$ cat src/design/qspi_pkg.sv
// ##########################################################################
// quad-SPI controller shared widths, phase encodings and register defaults
// ##########################################################################
`default_nettype none

package qspi_pkg;

	localparam int addr_w      = 26;
	localparam int data_w      = 32;
	localparam int sck_div_w   = 10;
	localparam int lat_w       = 4;
	localparam int num_ce      = 3;
	localparam int reg_adr_w   = 4;
	localparam int adr_nibbles = 6;

	typedef enum logic [1:0] {
		size_byte = 2'd0,
		size_half = 2'd1,
		size_word = 2'd2
	} size_t;

	typedef enum logic [2:0] {
		qs_idle   = 3'd0,
		qs_cmd    = 3'd1,
		qs_adr    = 3'd2,
		qs_wdat   = 3'd3,
		qs_rdwait = 3'd4,
		qs_rddat  = 3'd5
	} qs_state_t;

	// register offsets
	localparam logic [reg_adr_w-1:0] reg_lat0   = 4'h0;
	localparam logic [reg_adr_w-1:0] reg_lat1   = 4'h1;
	localparam logic [reg_adr_w-1:0] reg_lat2   = 4'h2;
	localparam logic [reg_adr_w-1:0] reg_sckdiv = 4'h3;
	localparam logic [reg_adr_w-1:0] reg_rdcmd  = 4'h4;
	localparam logic [reg_adr_w-1:0] reg_wrcmd  = 4'h5;

	localparam logic [sck_div_w-1:0] sck_div_default = 10'd0;
	localparam logic [lat_w-1:0]     lat_default     = 4'd7;
	// quad fast read / quad page write
	localparam logic [7:0]           rdcmd_default   = 8'hEB;
	localparam logic [7:0]           wrcmd_default   = 8'h38;

endpackage

`default_nettype wire
$ cat src/design/qspi_ctrl.sv
// ##########################################################################
// quad-SPI memory controller top, request port and register port to pins
// ##########################################################################
`timescale 1ns/1ps
`default_nettype none

module qspi_ctrl (
	input  wire                             clk,
	input  wire                             rst_n,
	input  wire                             read_req,
	input  wire                             write_req,
	input  wire qspi_pkg::size_t            req_size,
	input  wire [qspi_pkg::addr_w-1:0]      req_adr,
	input  wire [qspi_pkg::data_w-1:0]      write_data,
	output logic                            read_valid,
	output logic [qspi_pkg::data_w-1:0]     read_data,
	output logic                            write_finish,
	input  wire                             reg_we,
	input  wire [qspi_pkg::reg_adr_w-1:0]   reg_wadr,
	input  wire [qspi_pkg::data_w-1:0]      reg_wdata,
	input  wire                             reg_re,
	input  wire [qspi_pkg::reg_adr_w-1:0]   reg_radr,
	output logic [qspi_pkg::data_w-1:0]     reg_rdata,
	output logic                            sck,
	output logic [qspi_pkg::num_ce-1:0]     ce_n,
	input  wire [3:0]                       sio_i,
	output logic [3:0]                      sio_o,
	output logic                            sio_en
);
	import qspi_pkg::*;

	logic                 sck_rise;
	logic                 sck_fall;
	logic [sck_div_w-1:0] sck_div;
	logic [lat_w-1:0]     lat0;
	logic [lat_w-1:0]     lat1;
	logic [lat_w-1:0]     lat2;
	logic [7:0]           rdcmd;
	logic [7:0]           wrcmd;

	qs_state_t            state;
	qs_state_t            state_next;
	size_t                word_size;
	logic [addr_w-1:0]    word_adr;
	logic [data_w-1:0]    wdata_lat;
	logic                 word_rd;
	logic                 cmd_done;
	logic                 adr_done;
	logic                 wdat_done;

	qspi_sck_gen sck_gen_i (
		.clk      (clk),
		.rst_n    (rst_n),
		.sck_div  (sck_div),
		.sck      (sck),
		.sck_rise (sck_rise),
		.sck_fall (sck_fall)
	);

	qspi_sequencer sequencer_i (
		.clk          (clk),
		.rst_n        (rst_n),
		.read_req     (read_req),
		.write_req    (write_req),
		.req_size     (req_size),
		.req_adr      (req_adr),
		.write_data   (write_data),
		.sck_fall     (sck_fall),
		.cmd_done     (cmd_done),
		.adr_done     (adr_done),
		.wdat_done    (wdat_done),
		.lat0         (lat0),
		.lat1         (lat1),
		.lat2         (lat2),
		.state        (state),
		.state_next   (state_next),
		.word_size    (word_size),
		.word_adr     (word_adr),
		.wdata_lat    (wdata_lat),
		.word_rd      (word_rd),
		.ce_n         (ce_n),
		.read_valid   (read_valid),
		.write_finish (write_finish)
	);

	qspi_tx_slicer tx_slicer_i (
		.clk        (clk),
		.rst_n      (rst_n),
		.state      (state),
		.state_next (state_next),
		.sck_fall   (sck_fall),
		.word_size  (word_size),
		.word_adr   (word_adr),
		.wdata_lat  (wdata_lat),
		.word_rd    (word_rd),
		.rdcmd      (rdcmd),
		.wrcmd      (wrcmd),
		.sio_o      (sio_o),
		.sio_en     (sio_en),
		.cmd_done   (cmd_done),
		.adr_done   (adr_done),
		.wdat_done  (wdat_done)
	);

	qspi_rx_shifter rx_shifter_i (
		.clk, .rst_n,
		.state, .state_next,
		.sck_fall, .sck_rise,
		.sio_i, .word_size,
		.read_data
	);

	qspi_cfg_regs cfg_regs_i (
		.clk, .rst_n,
		.reg_we, .reg_wadr, .reg_wdata,
		.reg_re, .reg_radr, .reg_rdata,
		.sck_div,
		.lat0, .lat1, .lat2,
		.rdcmd, .wrcmd
	);

endmodule

`default_nettype wire

$ cat src/design/qspi_cfg_regs.sv
// ##########################################################################
// controller configuration registers with one-cycle read-back
// ##########################################################################
`timescale 1ns/1ps
`default_nettype none

module qspi_cfg_regs (
	input  wire                             clk,
	input  wire                             rst_n,
	input  wire                             reg_we,
	input  wire [qspi_pkg::reg_adr_w-1:0]   reg_wadr,
	input  wire [qspi_pkg::data_w-1:0]      reg_wdata,
	input  wire                             reg_re,
	input  wire [qspi_pkg::reg_adr_w-1:0]   reg_radr,
	output logic [qspi_pkg::data_w-1:0]     reg_rdata,
	output logic [qspi_pkg::sck_div_w-1:0]  sck_div,
	output logic [qspi_pkg::lat_w-1:0]      lat0,
	output logic [qspi_pkg::lat_w-1:0]      lat1,
	output logic [qspi_pkg::lat_w-1:0]      lat2,
	output logic [7:0]                      rdcmd,
	output logic [7:0]                      wrcmd
);
	import qspi_pkg::*;

	logic                 rd_vld;
	logic [reg_adr_w-1:0] rd_sel;

	always_ff @(posedge clk or negedge rst_n) begin
		if (!rst_n) begin
			lat0    <= lat_default;
			lat1    <= lat_default;
			lat2    <= lat_default;
			sck_div <= sck_div_default;
			rdcmd   <= rdcmd_default;
			wrcmd   <= wrcmd_default;
		end else if (reg_we) begin
			case (reg_wadr)
				reg_lat0:   lat0    <= reg_wdata[lat_w-1:0];
				reg_lat1:   lat1    <= reg_wdata[lat_w-1:0];
				reg_lat2:   lat2    <= reg_wdata[lat_w-1:0];
				reg_sckdiv: sck_div <= reg_wdata[sck_div_w-1:0];
				reg_rdcmd:  rdcmd   <= reg_wdata[7:0];
				reg_wrcmd:  wrcmd   <= reg_wdata[7:0];
				default:    ;
			endcase
		end
	end

	always_ff @(posedge clk or negedge rst_n) begin
		if (!rst_n)
			rd_vld <= 1'b0;
		else
			rd_vld <= reg_re;
	end

	always_ff @(posedge clk) begin
		if (reg_re)
			rd_sel <= reg_radr;
	end

	// zero outside the read-back cycle
	always_comb begin
		reg_rdata = '0;
		if (rd_vld) begin
			case (rd_sel)
				reg_lat0:   reg_rdata[lat_w-1:0]     = lat0;
				reg_lat1:   reg_rdata[lat_w-1:0]     = lat1;
				reg_lat2:   reg_rdata[lat_w-1:0]     = lat2;
				reg_sckdiv: reg_rdata[sck_div_w-1:0] = sck_div;
				reg_rdcmd:  reg_rdata[7:0]           = rdcmd;
				reg_wrcmd:  reg_rdata[7:0]           = wrcmd;
				default:    reg_rdata = '0;
			endcase
		end
	end

endmodule

`default_nettype wire

$ cat src/design/qspi_rx_shifter.sv
// ##########################################################################
// sio input synchronizer and read-data nibble shifter
// ##########################################################################
`timescale 1ns/1ps
`default_nettype none

module qspi_rx_shifter (
	input  wire                             clk,
	input  wire                             rst_n,
	input  wire qspi_pkg::qs_state_t        state,
	input  wire qspi_pkg::qs_state_t        state_next,
	input  wire                             sck_fall,
	input  wire                             sck_rise,
	input  wire [3:0]                       sio_i,
	input  wire qspi_pkg::size_t            word_size,
	output logic [qspi_pkg::data_w-1:0]     read_data
);
	import qspi_pkg::*;

	logic [3:0]        sync0;
	logic [3:0]        sync1;
	logic [3:0]        sync2;
	logic [data_w-1:0] shift;
	size_t             rd_size;

	always_ff @(posedge clk or negedge rst_n) begin
		if (!rst_n) begin
			sync0 <= 4'd0;
			sync1 <= 4'd0;
			sync2 <= 4'd0;
		end else begin
			sync0 <= sio_i;
			sync1 <= sync0;
			sync2 <= sync1;
		end
	end

	// size is held so read_data stays put across later writes
	always_ff @(posedge clk or negedge rst_n) begin
		if (!rst_n) begin
			shift   <= '0;
			rd_size <= size_byte;
		end else if (sck_fall && state != qs_rddat && state_next == qs_rddat) begin
			shift   <= '0;
			rd_size <= word_size;
		end else if (sck_rise && state == qs_rddat) begin
			shift   <= {shift[data_w-5:0], sync2};
		end
	end

	// first byte received lands in bits 7:0
	always_comb begin
		case (rd_size)
			size_word: read_data = {shift[7:0], shift[15:8], shift[23:16], shift[31:24]};
			size_half: read_data = {16'd0, shift[7:0], shift[15:8]};
			default:   read_data = {24'd0, shift[7:0]};
		endcase
	end

endmodule

`default_nettype wire

$ cat src/design/qspi_tx_slicer.sv
// ##########################################################################
// command, address and write-data slicer driving the sio output pins
// ##########################################################################
`timescale 1ns/1ps
`default_nettype none

module qspi_tx_slicer (
	input  wire                             clk,
	input  wire                             rst_n,
	input  wire qspi_pkg::qs_state_t        state,
	input  wire qspi_pkg::qs_state_t        state_next,
	input  wire                             sck_fall,
	input  wire qspi_pkg::size_t            word_size,
	input  wire [qspi_pkg::addr_w-1:0]      word_adr,
	input  wire [qspi_pkg::data_w-1:0]      wdata_lat,
	input  wire                             word_rd,
	input  wire [7:0]                       rdcmd,
	input  wire [7:0]                       wrcmd,
	output logic [3:0]                      sio_o,
	output logic                            sio_en,
	output logic                            cmd_done,
	output logic                            adr_done,
	output logic                            wdat_done
);
	import qspi_pkg::*;

	logic [2:0]        cmd_ofs;
	logic [2:0]        adr_ofs;
	logic [2:0]        wdat_ofs;
	logic [2:0]        wdat_len;
	logic [data_w-1:0] wdata_ext;
	logic [7:0]        cmd_byte;
	logic [4:0]        wsel;

	// data left-aligned so the count always ends on the top byte
	always_comb begin
		case (word_size)
			size_word: begin
				wdata_ext = wdata_lat;
				wdat_len  = 3'd7;
			end
			size_half: begin
				wdata_ext = {wdata_lat[15:0], 16'd0};
				wdat_len  = 3'd3;
			end
			default: begin
				wdata_ext = {wdata_lat[7:0], 24'd0};
				wdat_len  = 3'd1;
			end
		endcase
	end

	always_ff @(posedge clk or negedge rst_n) begin
		if (!rst_n) begin
			cmd_ofs  <= '0;
			adr_ofs  <= '0;
			wdat_ofs <= '0;
		end else if (sck_fall) begin
			if (state != qs_cmd && state_next == qs_cmd)
				cmd_ofs <= 3'd7;
			else if (state == qs_cmd)
				cmd_ofs <= cmd_ofs - 1'b1;
			if (state != qs_adr && state_next == qs_adr)
				adr_ofs <= 3'(adr_nibbles - 1);
			else if (state == qs_adr)
				adr_ofs <= adr_ofs - 1'b1;
			if (state != qs_wdat && state_next == qs_wdat)
				wdat_ofs <= wdat_len;
			else if (state == qs_wdat)
				wdat_ofs <= wdat_ofs - 1'b1;
		end
	end

	assign cmd_done  = sck_fall && state == qs_cmd && cmd_ofs == '0;
	assign adr_done  = sck_fall && state == qs_adr && adr_ofs == '0;
	assign wdat_done = sck_fall && state == qs_wdat && wdat_ofs == '0;

	assign cmd_byte = word_rd ? rdcmd : wrcmd;
	// low byte first, high nibble first within a byte
	assign wsel = {~wdat_ofs[2:1], wdat_ofs[0], 2'b00};

	always_ff @(posedge clk or negedge rst_n) begin
		if (!rst_n) begin
			sio_o  <= 4'd0;
			sio_en <= 1'b0;
		end else begin
			sio_en <= state inside {qs_cmd, qs_adr, qs_wdat};
			case (state)
				qs_cmd:  sio_o <= {3'b000, cmd_byte[cmd_ofs]};
				qs_adr:  sio_o <= word_adr[{adr_ofs, 2'b00} +: 4];
				qs_wdat: sio_o <= wdata_ext[wsel +: 4];
				default: sio_o <= 4'd0;
			endcase
		end
	end

	// pins released at every SCK fall of the read phases
	a_rd_no_drive: assert property (@(posedge clk) disable iff (!rst_n)
		(sck_fall && (state == qs_rdwait || state == qs_rddat))
		|-> (!sio_en && sio_o == 4'd0));

endmodule

`default_nettype wire

$ cat src/design/qspi_sequencer.sv
// ##########################################################################
// request sampler, transaction FSM, wait/read counters and chip enables
// ##########################################################################
`timescale 1ns/1ps
`default_nettype none

module qspi_sequencer (
	input  wire                             clk,
	input  wire                             rst_n,
	input  wire                             read_req,
	input  wire                             write_req,
	input  wire qspi_pkg::size_t            req_size,
	input  wire [qspi_pkg::addr_w-1:0]      req_adr,
	input  wire [qspi_pkg::data_w-1:0]      write_data,
	input  wire                             sck_fall,
	input  wire                             cmd_done,
	input  wire                             adr_done,
	input  wire                             wdat_done,
	input  wire [qspi_pkg::lat_w-1:0]       lat0,
	input  wire [qspi_pkg::lat_w-1:0]       lat1,
	input  wire [qspi_pkg::lat_w-1:0]       lat2,
	output qspi_pkg::qs_state_t             state,
	output qspi_pkg::qs_state_t             state_next,
	output qspi_pkg::size_t                 word_size,
	output logic [qspi_pkg::addr_w-1:0]     word_adr,
	output logic [qspi_pkg::data_w-1:0]     wdata_lat,
	output logic                            word_rd,
	output logic [qspi_pkg::num_ce-1:0]     ce_n,
	output logic                            read_valid,
	output logic                            write_finish
);
	import qspi_pkg::*;

	logic             busy;
	logic [lat_w-1:0] lat_sel;
	logic [lat_w-1:0] wait_cnt;
	logic [2:0]       rd_cnt;
	logic [2:0]       rd_len;
	logic             wait_end;
	logic             rd_end;
	logic [1:0]       dev;

	assign dev = word_adr[addr_w-1 -: 2];

	// request sampler, read wins over write
	always_ff @(posedge clk or negedge rst_n) begin
		if (!rst_n) begin
			busy    <= 1'b0;
			word_rd <= 1'b0;
		end else if (read_req || write_req) begin
			busy    <= 1'b1;
			word_rd <= read_req;
		end else if (read_valid || write_finish) begin
			busy    <= 1'b0;
		end
	end

	always_ff @(posedge clk) begin
		if (read_req || write_req) begin
			word_size <= req_size;
			word_adr  <= req_adr;
		end
		if (write_req)
			wdata_lat <= write_data;
	end

	always_comb begin
		case (state)
			qs_idle:   state_next = busy ? qs_cmd : qs_idle;
			qs_cmd:    state_next = cmd_done ? qs_adr : qs_cmd;
			qs_adr: begin
				if (adr_done)
					state_next = word_rd ? qs_rdwait : qs_wdat;
				else
					state_next = qs_adr;
			end
			qs_wdat:   state_next = wdat_done ? qs_idle : qs_wdat;
			qs_rdwait: state_next = wait_end ? qs_rddat : qs_rdwait;
			qs_rddat:  state_next = rd_end ? qs_idle : qs_rddat;
			default:   state_next = qs_idle;
		endcase
	end

	always_ff @(posedge clk or negedge rst_n) begin
		if (!rst_n)
			state <= qs_idle;
		else if (sck_fall)
			state <= state_next;
	end

	assign lat_sel = (dev == 2'd1) ? lat1 : (dev == 2'd2) ? lat2 : lat0;

	always_comb begin
		case (word_size)
			size_word: rd_len = 3'd7;
			size_half: rd_len = 3'd3;
			default:   rd_len = 3'd1;
		endcase
	end

	// dummy period is latency+1 SCK periods
	always_ff @(posedge clk or negedge rst_n) begin
		if (!rst_n) begin
			wait_cnt <= '0;
			rd_cnt   <= '0;
		end else if (sck_fall) begin
			if (state != qs_rdwait && state_next == qs_rdwait)
				wait_cnt <= lat_sel;
			else if (state == qs_rdwait && wait_cnt != '0)
				wait_cnt <= wait_cnt - 1'b1;
			if (state != qs_rddat && state_next == qs_rddat)
				rd_cnt <= rd_len;
			else if (state == qs_rddat && rd_cnt != '0)
				rd_cnt <= rd_cnt - 1'b1;
		end
	end

	assign wait_end     = sck_fall && state == qs_rdwait && wait_cnt == '0;
	assign rd_end       = sck_fall && state == qs_rddat && rd_cnt == '0;
	assign read_valid   = rd_end;
	assign write_finish = wdat_done;

	always_ff @(posedge clk or negedge rst_n) begin
		if (!rst_n)
			ce_n <= '1;
		else if (state == qs_idle)
			ce_n <= '1;
		else
			ce_n <= ~({{(num_ce-1){1'b0}}, 1'b1} << dev);
	end

	a_ce_onehot: assert property (@(posedge clk) disable iff (!rst_n)
		$onehot0(~ce_n));

	a_req_idle: assert property (@(posedge clk) disable iff (!rst_n)
		(read_req || write_req) |-> (state == qs_idle && !busy));

	a_dev_range: assert property (@(posedge clk) disable iff (!rst_n)
		(state != qs_idle) |-> (dev != 2'd3));

endmodule

`default_nettype wire

$ cat src/design/qspi_sck_gen.sv
// ##########################################################################
// SCK divider with one-clock-late rise and fall edge detect
// ##########################################################################
`timescale 1ns/1ps
`default_nettype none

module qspi_sck_gen (
	input  wire                             clk,
	input  wire                             rst_n,
	input  wire [qspi_pkg::sck_div_w-1:0]   sck_div,
	output logic                            sck,
	output logic                            sck_rise,
	output logic                            sck_fall
);
	import qspi_pkg::*;

	logic [sck_div_w-1:0] cnt;
	logic                 sck_d;

	// half period is sck_div+1 clocks, sck idles high
	always_ff @(posedge clk or negedge rst_n) begin
		if (!rst_n) begin
			cnt <= '0;
			sck <= 1'b1;
		end else if (cnt >= sck_div) begin
			cnt <= '0;
			sck <= ~sck;
		end else begin
			cnt <= cnt + 1'b1;
		end
	end

	always_ff @(posedge clk or negedge rst_n) begin
		if (!rst_n)
			sck_d <= 1'b1;
		else
			sck_d <= sck;
	end

	assign sck_rise = sck & ~sck_d;
	assign sck_fall = ~sck & sck_d;

endmodule

`default_nettype wire

$ cat config.mk
export PLATFORM = sky130hd
export DESIGN_NAME = qspi_ctrl
export DESIGN_NICKNAME = d
export VERILOG_FILES = /design/src/design/qspi_pkg.sv /design/src/design/qspi_ctrl.sv /design/src/design/qspi_cfg_regs.sv /design/src/design/qspi_rx_shifter.sv /design/src/design/qspi_tx_slicer.sv /design/src/design/qspi_sequencer.sv /design/src/design/qspi_sck_gen.sv
export SDC_FILE = /design/constraint.sdc
export NUM_CORES = 1
export LEC_CHECK = 0
export BUFFER_PORTS_ARGS = -buffer_cell sky130_fd_sc_hd__buf_2
export CORE_MARGIN = 3
export CORE_UTILIZATION = 42
export CTS_CLUSTER_DIAMETER = 50
export DETAILED_ROUTE_END_ITERATION = 7
export GPL_TIMING_DRIVEN = 0
export PLACE_DENSITY = 0.74
export SLEW_MARGIN = 20
export SYNTH_ARGS = -nofsm -noshare
export SYNTH_HDL_FRONTEND = slang
export SYNTH_HIERARCHICAL = 1
export SYNTH_SLANG_ARGS = --single-unit
$ cat constraint.sdc
create_clock -name clk -period 6.2 [get_ports clk]
set_clock_uncertainty 0.1 [all_clocks]
set_input_delay 1.86 -clock clk [delete_from_list [all_inputs] [get_ports clk]]
set_output_delay 1.86 -clock clk [all_outputs]
set_load 0.03 [all_outputs]
==> impl_metrics.json <==
{
  "status": "finished clean",
  "cp_num_buf_inv": 2,
  "vdd_drop_max_v": 0.000252,
  "yosys.cell_types.count": 83,
  "grt_antenna_before_repair": 0,
  "fin_area_um2": 11200,
  "grt_pass1_vias": 6512,
  "worst_ep_required_time_ps": 4240,
  "place.gp.congestion": 0.855,
  "hold_start": "rx_shifter_i/sync1[3]",
  "cts_hold_buf": 0,
  "yosysWarnings": 6,
  "setup-tns-final_ps": 0,
  "synth_cells": 765,
  "die_h_um": 156,
  "ys_seq_elements": 190,
  "h-tree-depth": 4,
  "power.switching_mw": 1.47,
  "grt_max_degree": 73,
  "min_delay_path_depth": 0,
  "reg2reg_from": "sequencer_i/state[2]",
  "drtIter0Drc": 462,
  "cts_buffers": 17,
  "ant_nets": 0,
  "die_area_um2": 24400,
  "swShare": 0.350,
  "critPathTopFamily": "simple AND/OR/NAND/NOR gates",
  "syn_avg_cell_area_um2": 12.4,
  "maxCapViolCount": 0,
  "layout_common_cells": "157 x buf_2, 103 x dfrtp_1, 64 x edfxtp_1, 51 x mux2_2, 49 x nor2_1",
  "critical_path.endpoint_type": "primary output",
  "reg2reg_depth": 10,
  "ys_seq_area_frac": 0.537,
  "power_leakage_nw": 4.99,
  "fin_crit_sh": 0.677,
  "holdCritPathClass": "register to register",
  "setup_viol": 0,
  "ctsResizeCount": 0,
  "layout_commonest_cell": "buf_2",
  "viasPerCell": 5.38,
  "io_buffer_count": 140,
  "syn2layout_area_growth_pct": 18.2,
  "synth_area_um2": 9500,
  "synthArstFlopShare": 0.663,
  "worst_setup_path_start_kind": "register",
  "track_usage": 0.171,
  "route.vias.total": 6669,
  "clk_latency_ps": 430,
  "core_region_area_um2": 22000,
  "ctsLongestPathBuffers": 2,
  "drc": 0,
  "ioPinCount": 185,
  "grt_pass1_wl_mm": 33.4,
  "clkPwrFrac": 0.248,
  "routedWlPerCell_um": 16.8,
  "root_buffer": "clkbuf_16",
  "internal_power_mw": 2.73,
  "initial_core_util": 0.431,
  "die_w_um": 156,
  "slew-limit-headroom": 0.495,
  "postLayoutSetupSlackWorst_ps": 2000,
  "wirelength_mm": 20.8,
  "path_clk_slew_ps": 70,
  "synth_top_flop_cell": "dfrtp_1",
  "worstPathArrival_ps": 2240,
  "path_class": "register to primary output",
  "reg2reg_to": "rx_shifter_i/shift[18]",
  "drive_gt1_frac": 0.345,
  "holdPathEnd": "rx_shifter_i/sync2[3]",
  "clock.fmax_mhz": 238,
  "final_nets": 1083,
  "post-dp-hpwl_mm": 15.3,
  "reg2reg_setup_slack_ps": 2540,
  "cp_slowest_cell": "dfrtp_1",
  "tightest_slew_ps": 758,
  "fin_total_pwr_mw": 4.20,
  "rows": 54,
  "combPwrFrac": 0.319,
  "seqPwrFrac": 0.433,
  "p_per_area_nw_per_um2": 374,
  "cts_tree": "done",
  "first_pass_iters": 5,
  "worstPathMaxFanout": 16,
  "hold_viol_final": 0,
  "drv_slew": 0,
  "nFillCells": 1936,
  "crit_chain": "nand3b_1 > nor2_1 > and3_1 > buf_4 > buf_2",
  "crit_path_max_incr_delay_ps": 540,
  "diodes": 0,
  "synth_enable_flop_cells": 64,
  "cts.sinks": 190,
  "place_ws_ps": 2480,
  "overflow": 0,
  "place_area_um2": 10700,
  "rsz0062_at_grt": "false",
  "postCtsSetupBuffers": 0,
  "fin_crit_ps": 4200
}
[sequential cells by signal (all words and copies together), names as in the netlist, 8 cells and up]
name and cells:
cfg_regs_i/sck_div 10, sck_gen_i/cnt 10, cfg_regs_i/wrcmd 8, sequencer_i/wdata_lat 32, rx_shifter_i/shift 32, sequencer_i/word_adr 26, cfg_regs_i/rdcmd 8
[logic make-up after synthesis]
| kind of cell | Yosys count | share of synthesized area |
|---|---|---|
| muxes | 90 | 0.117 |
| AOI/OAI and AO/OA | 158 | 0.126 |
| buffers and inverters | 93 | 0.0561 |
| and+or+nand+nor | 197 | 0.119 |
| other | 1 | 0.000395 |
| adders and majority gates | 27 | 0.0356 |
| DFF | 190 | 0.537 |
| xor gates and xnor gates | 9 | 0.00830 |
[worst max path at each step]
stage,from,to,cells past startpoint
finish,sequencer_i/state[2],write_finish,5
global route,rx_shifter_i/rd_size[0],read_data[17],6
CTS,rx_shifter_i/rd_size[0],read_data[21],6
detailed placement,rx_shifter_i/rd_size[0],read_data[21],6
global placement,rst_n,sck_gen_i/cnt[6],1
floorplan,rx_shifter_i/rd_size[1],read_data[6],6
[cell type report]
class	count	area (µm²)	share of cell area
Clock inverter	9	73.8	0.00658
Multi-Input combinational cell	503	3940	0.351
Tap cell	280	350	0.0312
Inverter	34	128	0.0114
Clock buffer	23	489	0.0436
Sequential cell	190	5100	0.455
Timing Repair Buffer	141	738	0.0658
Buffer	59	405	0.0361
[per-layer routing]
layer / vias up / global-route usage / part of all wire / wire length, µm
met5: - / 0 / 0 / 0
met4: 0 / 0.0567 / 0.016 / 343
met3: 26 / 0.0368 / 0.056 / 1170
met2: 222 / 0.282 / 0.49 / 10100
met1: 3268 / 0.227 / 0.44 / 9200
li1: 3153 / - / - / -
[Yosys cell counts, types with 4 or more instances]
library cell | instances | area [µm²]
dfrtp_1 | 103 | 2580
o21ai_0 | 21 | 105
nor2_1 | 49 | 184
inv_1 | 33 | 124
and2_1 | 20 | 125
nand2b_1 | 7 | 43.8
nor3b_1 | 9 | 67.6
nand2_1 | 30 | 113
clkbuf_1 | 7 | 26.3
o2111ai_1 | 4 | 35.0
mux2_2 | 51 | 574
mux2_4 | 4 | 60.1
a21oi_1 | 16 | 80.1
xor2_1 | 4 | 35.0
nand4_1 | 4 | 25.0
nor2b_1 | 16 | 100
mux2i_1 | 23 | 230
buf_4 | 25 | 188
o22ai_1 | 6 | 37.5
a22oi_1 | 23 | 173
a221oi_1 | 11 | 96.3
nand3b_1 | 9 | 67.6
a22o_1 | 35 | 307
nand3_1 | 18 | 90.1
buf_2 | 18 | 90.1
mux4_2 | 10 | 225
and3_1 | 4 | 25.0
dfstp_2 | 23 | 604
xnor2_1 | 5 | 43.8
ha_1 | 27 | 338
buf_6 | 9 | 101
edfxtp_1 | 64 | 1920
[power groups by stage]
stage                     Sequential [mW]  Combinational (mW)  Clock [mW]
after CTS                            1.82                1.34        1.07
final                                1.82                1.34        1.04
after detailed placement             1.84                1.34           0
after global placement               1.83                1.30           0
after global routing                 1.85                1.48        1.12
after floorplan                      1.78                1.00           0
[stage by stage]
step	hold slack (ps)	cells	util
6_report	247	1239	0.510
4_1_cts	249	1239	0.510
5_1_grt	257	1239	0.510
3_5_place_dp	235	1207	0.484
3_3_place_gp	236	1206	0.482
2_1_floorplan	231	786	-
Note: power is estimated with default switching activity, not from simulation.
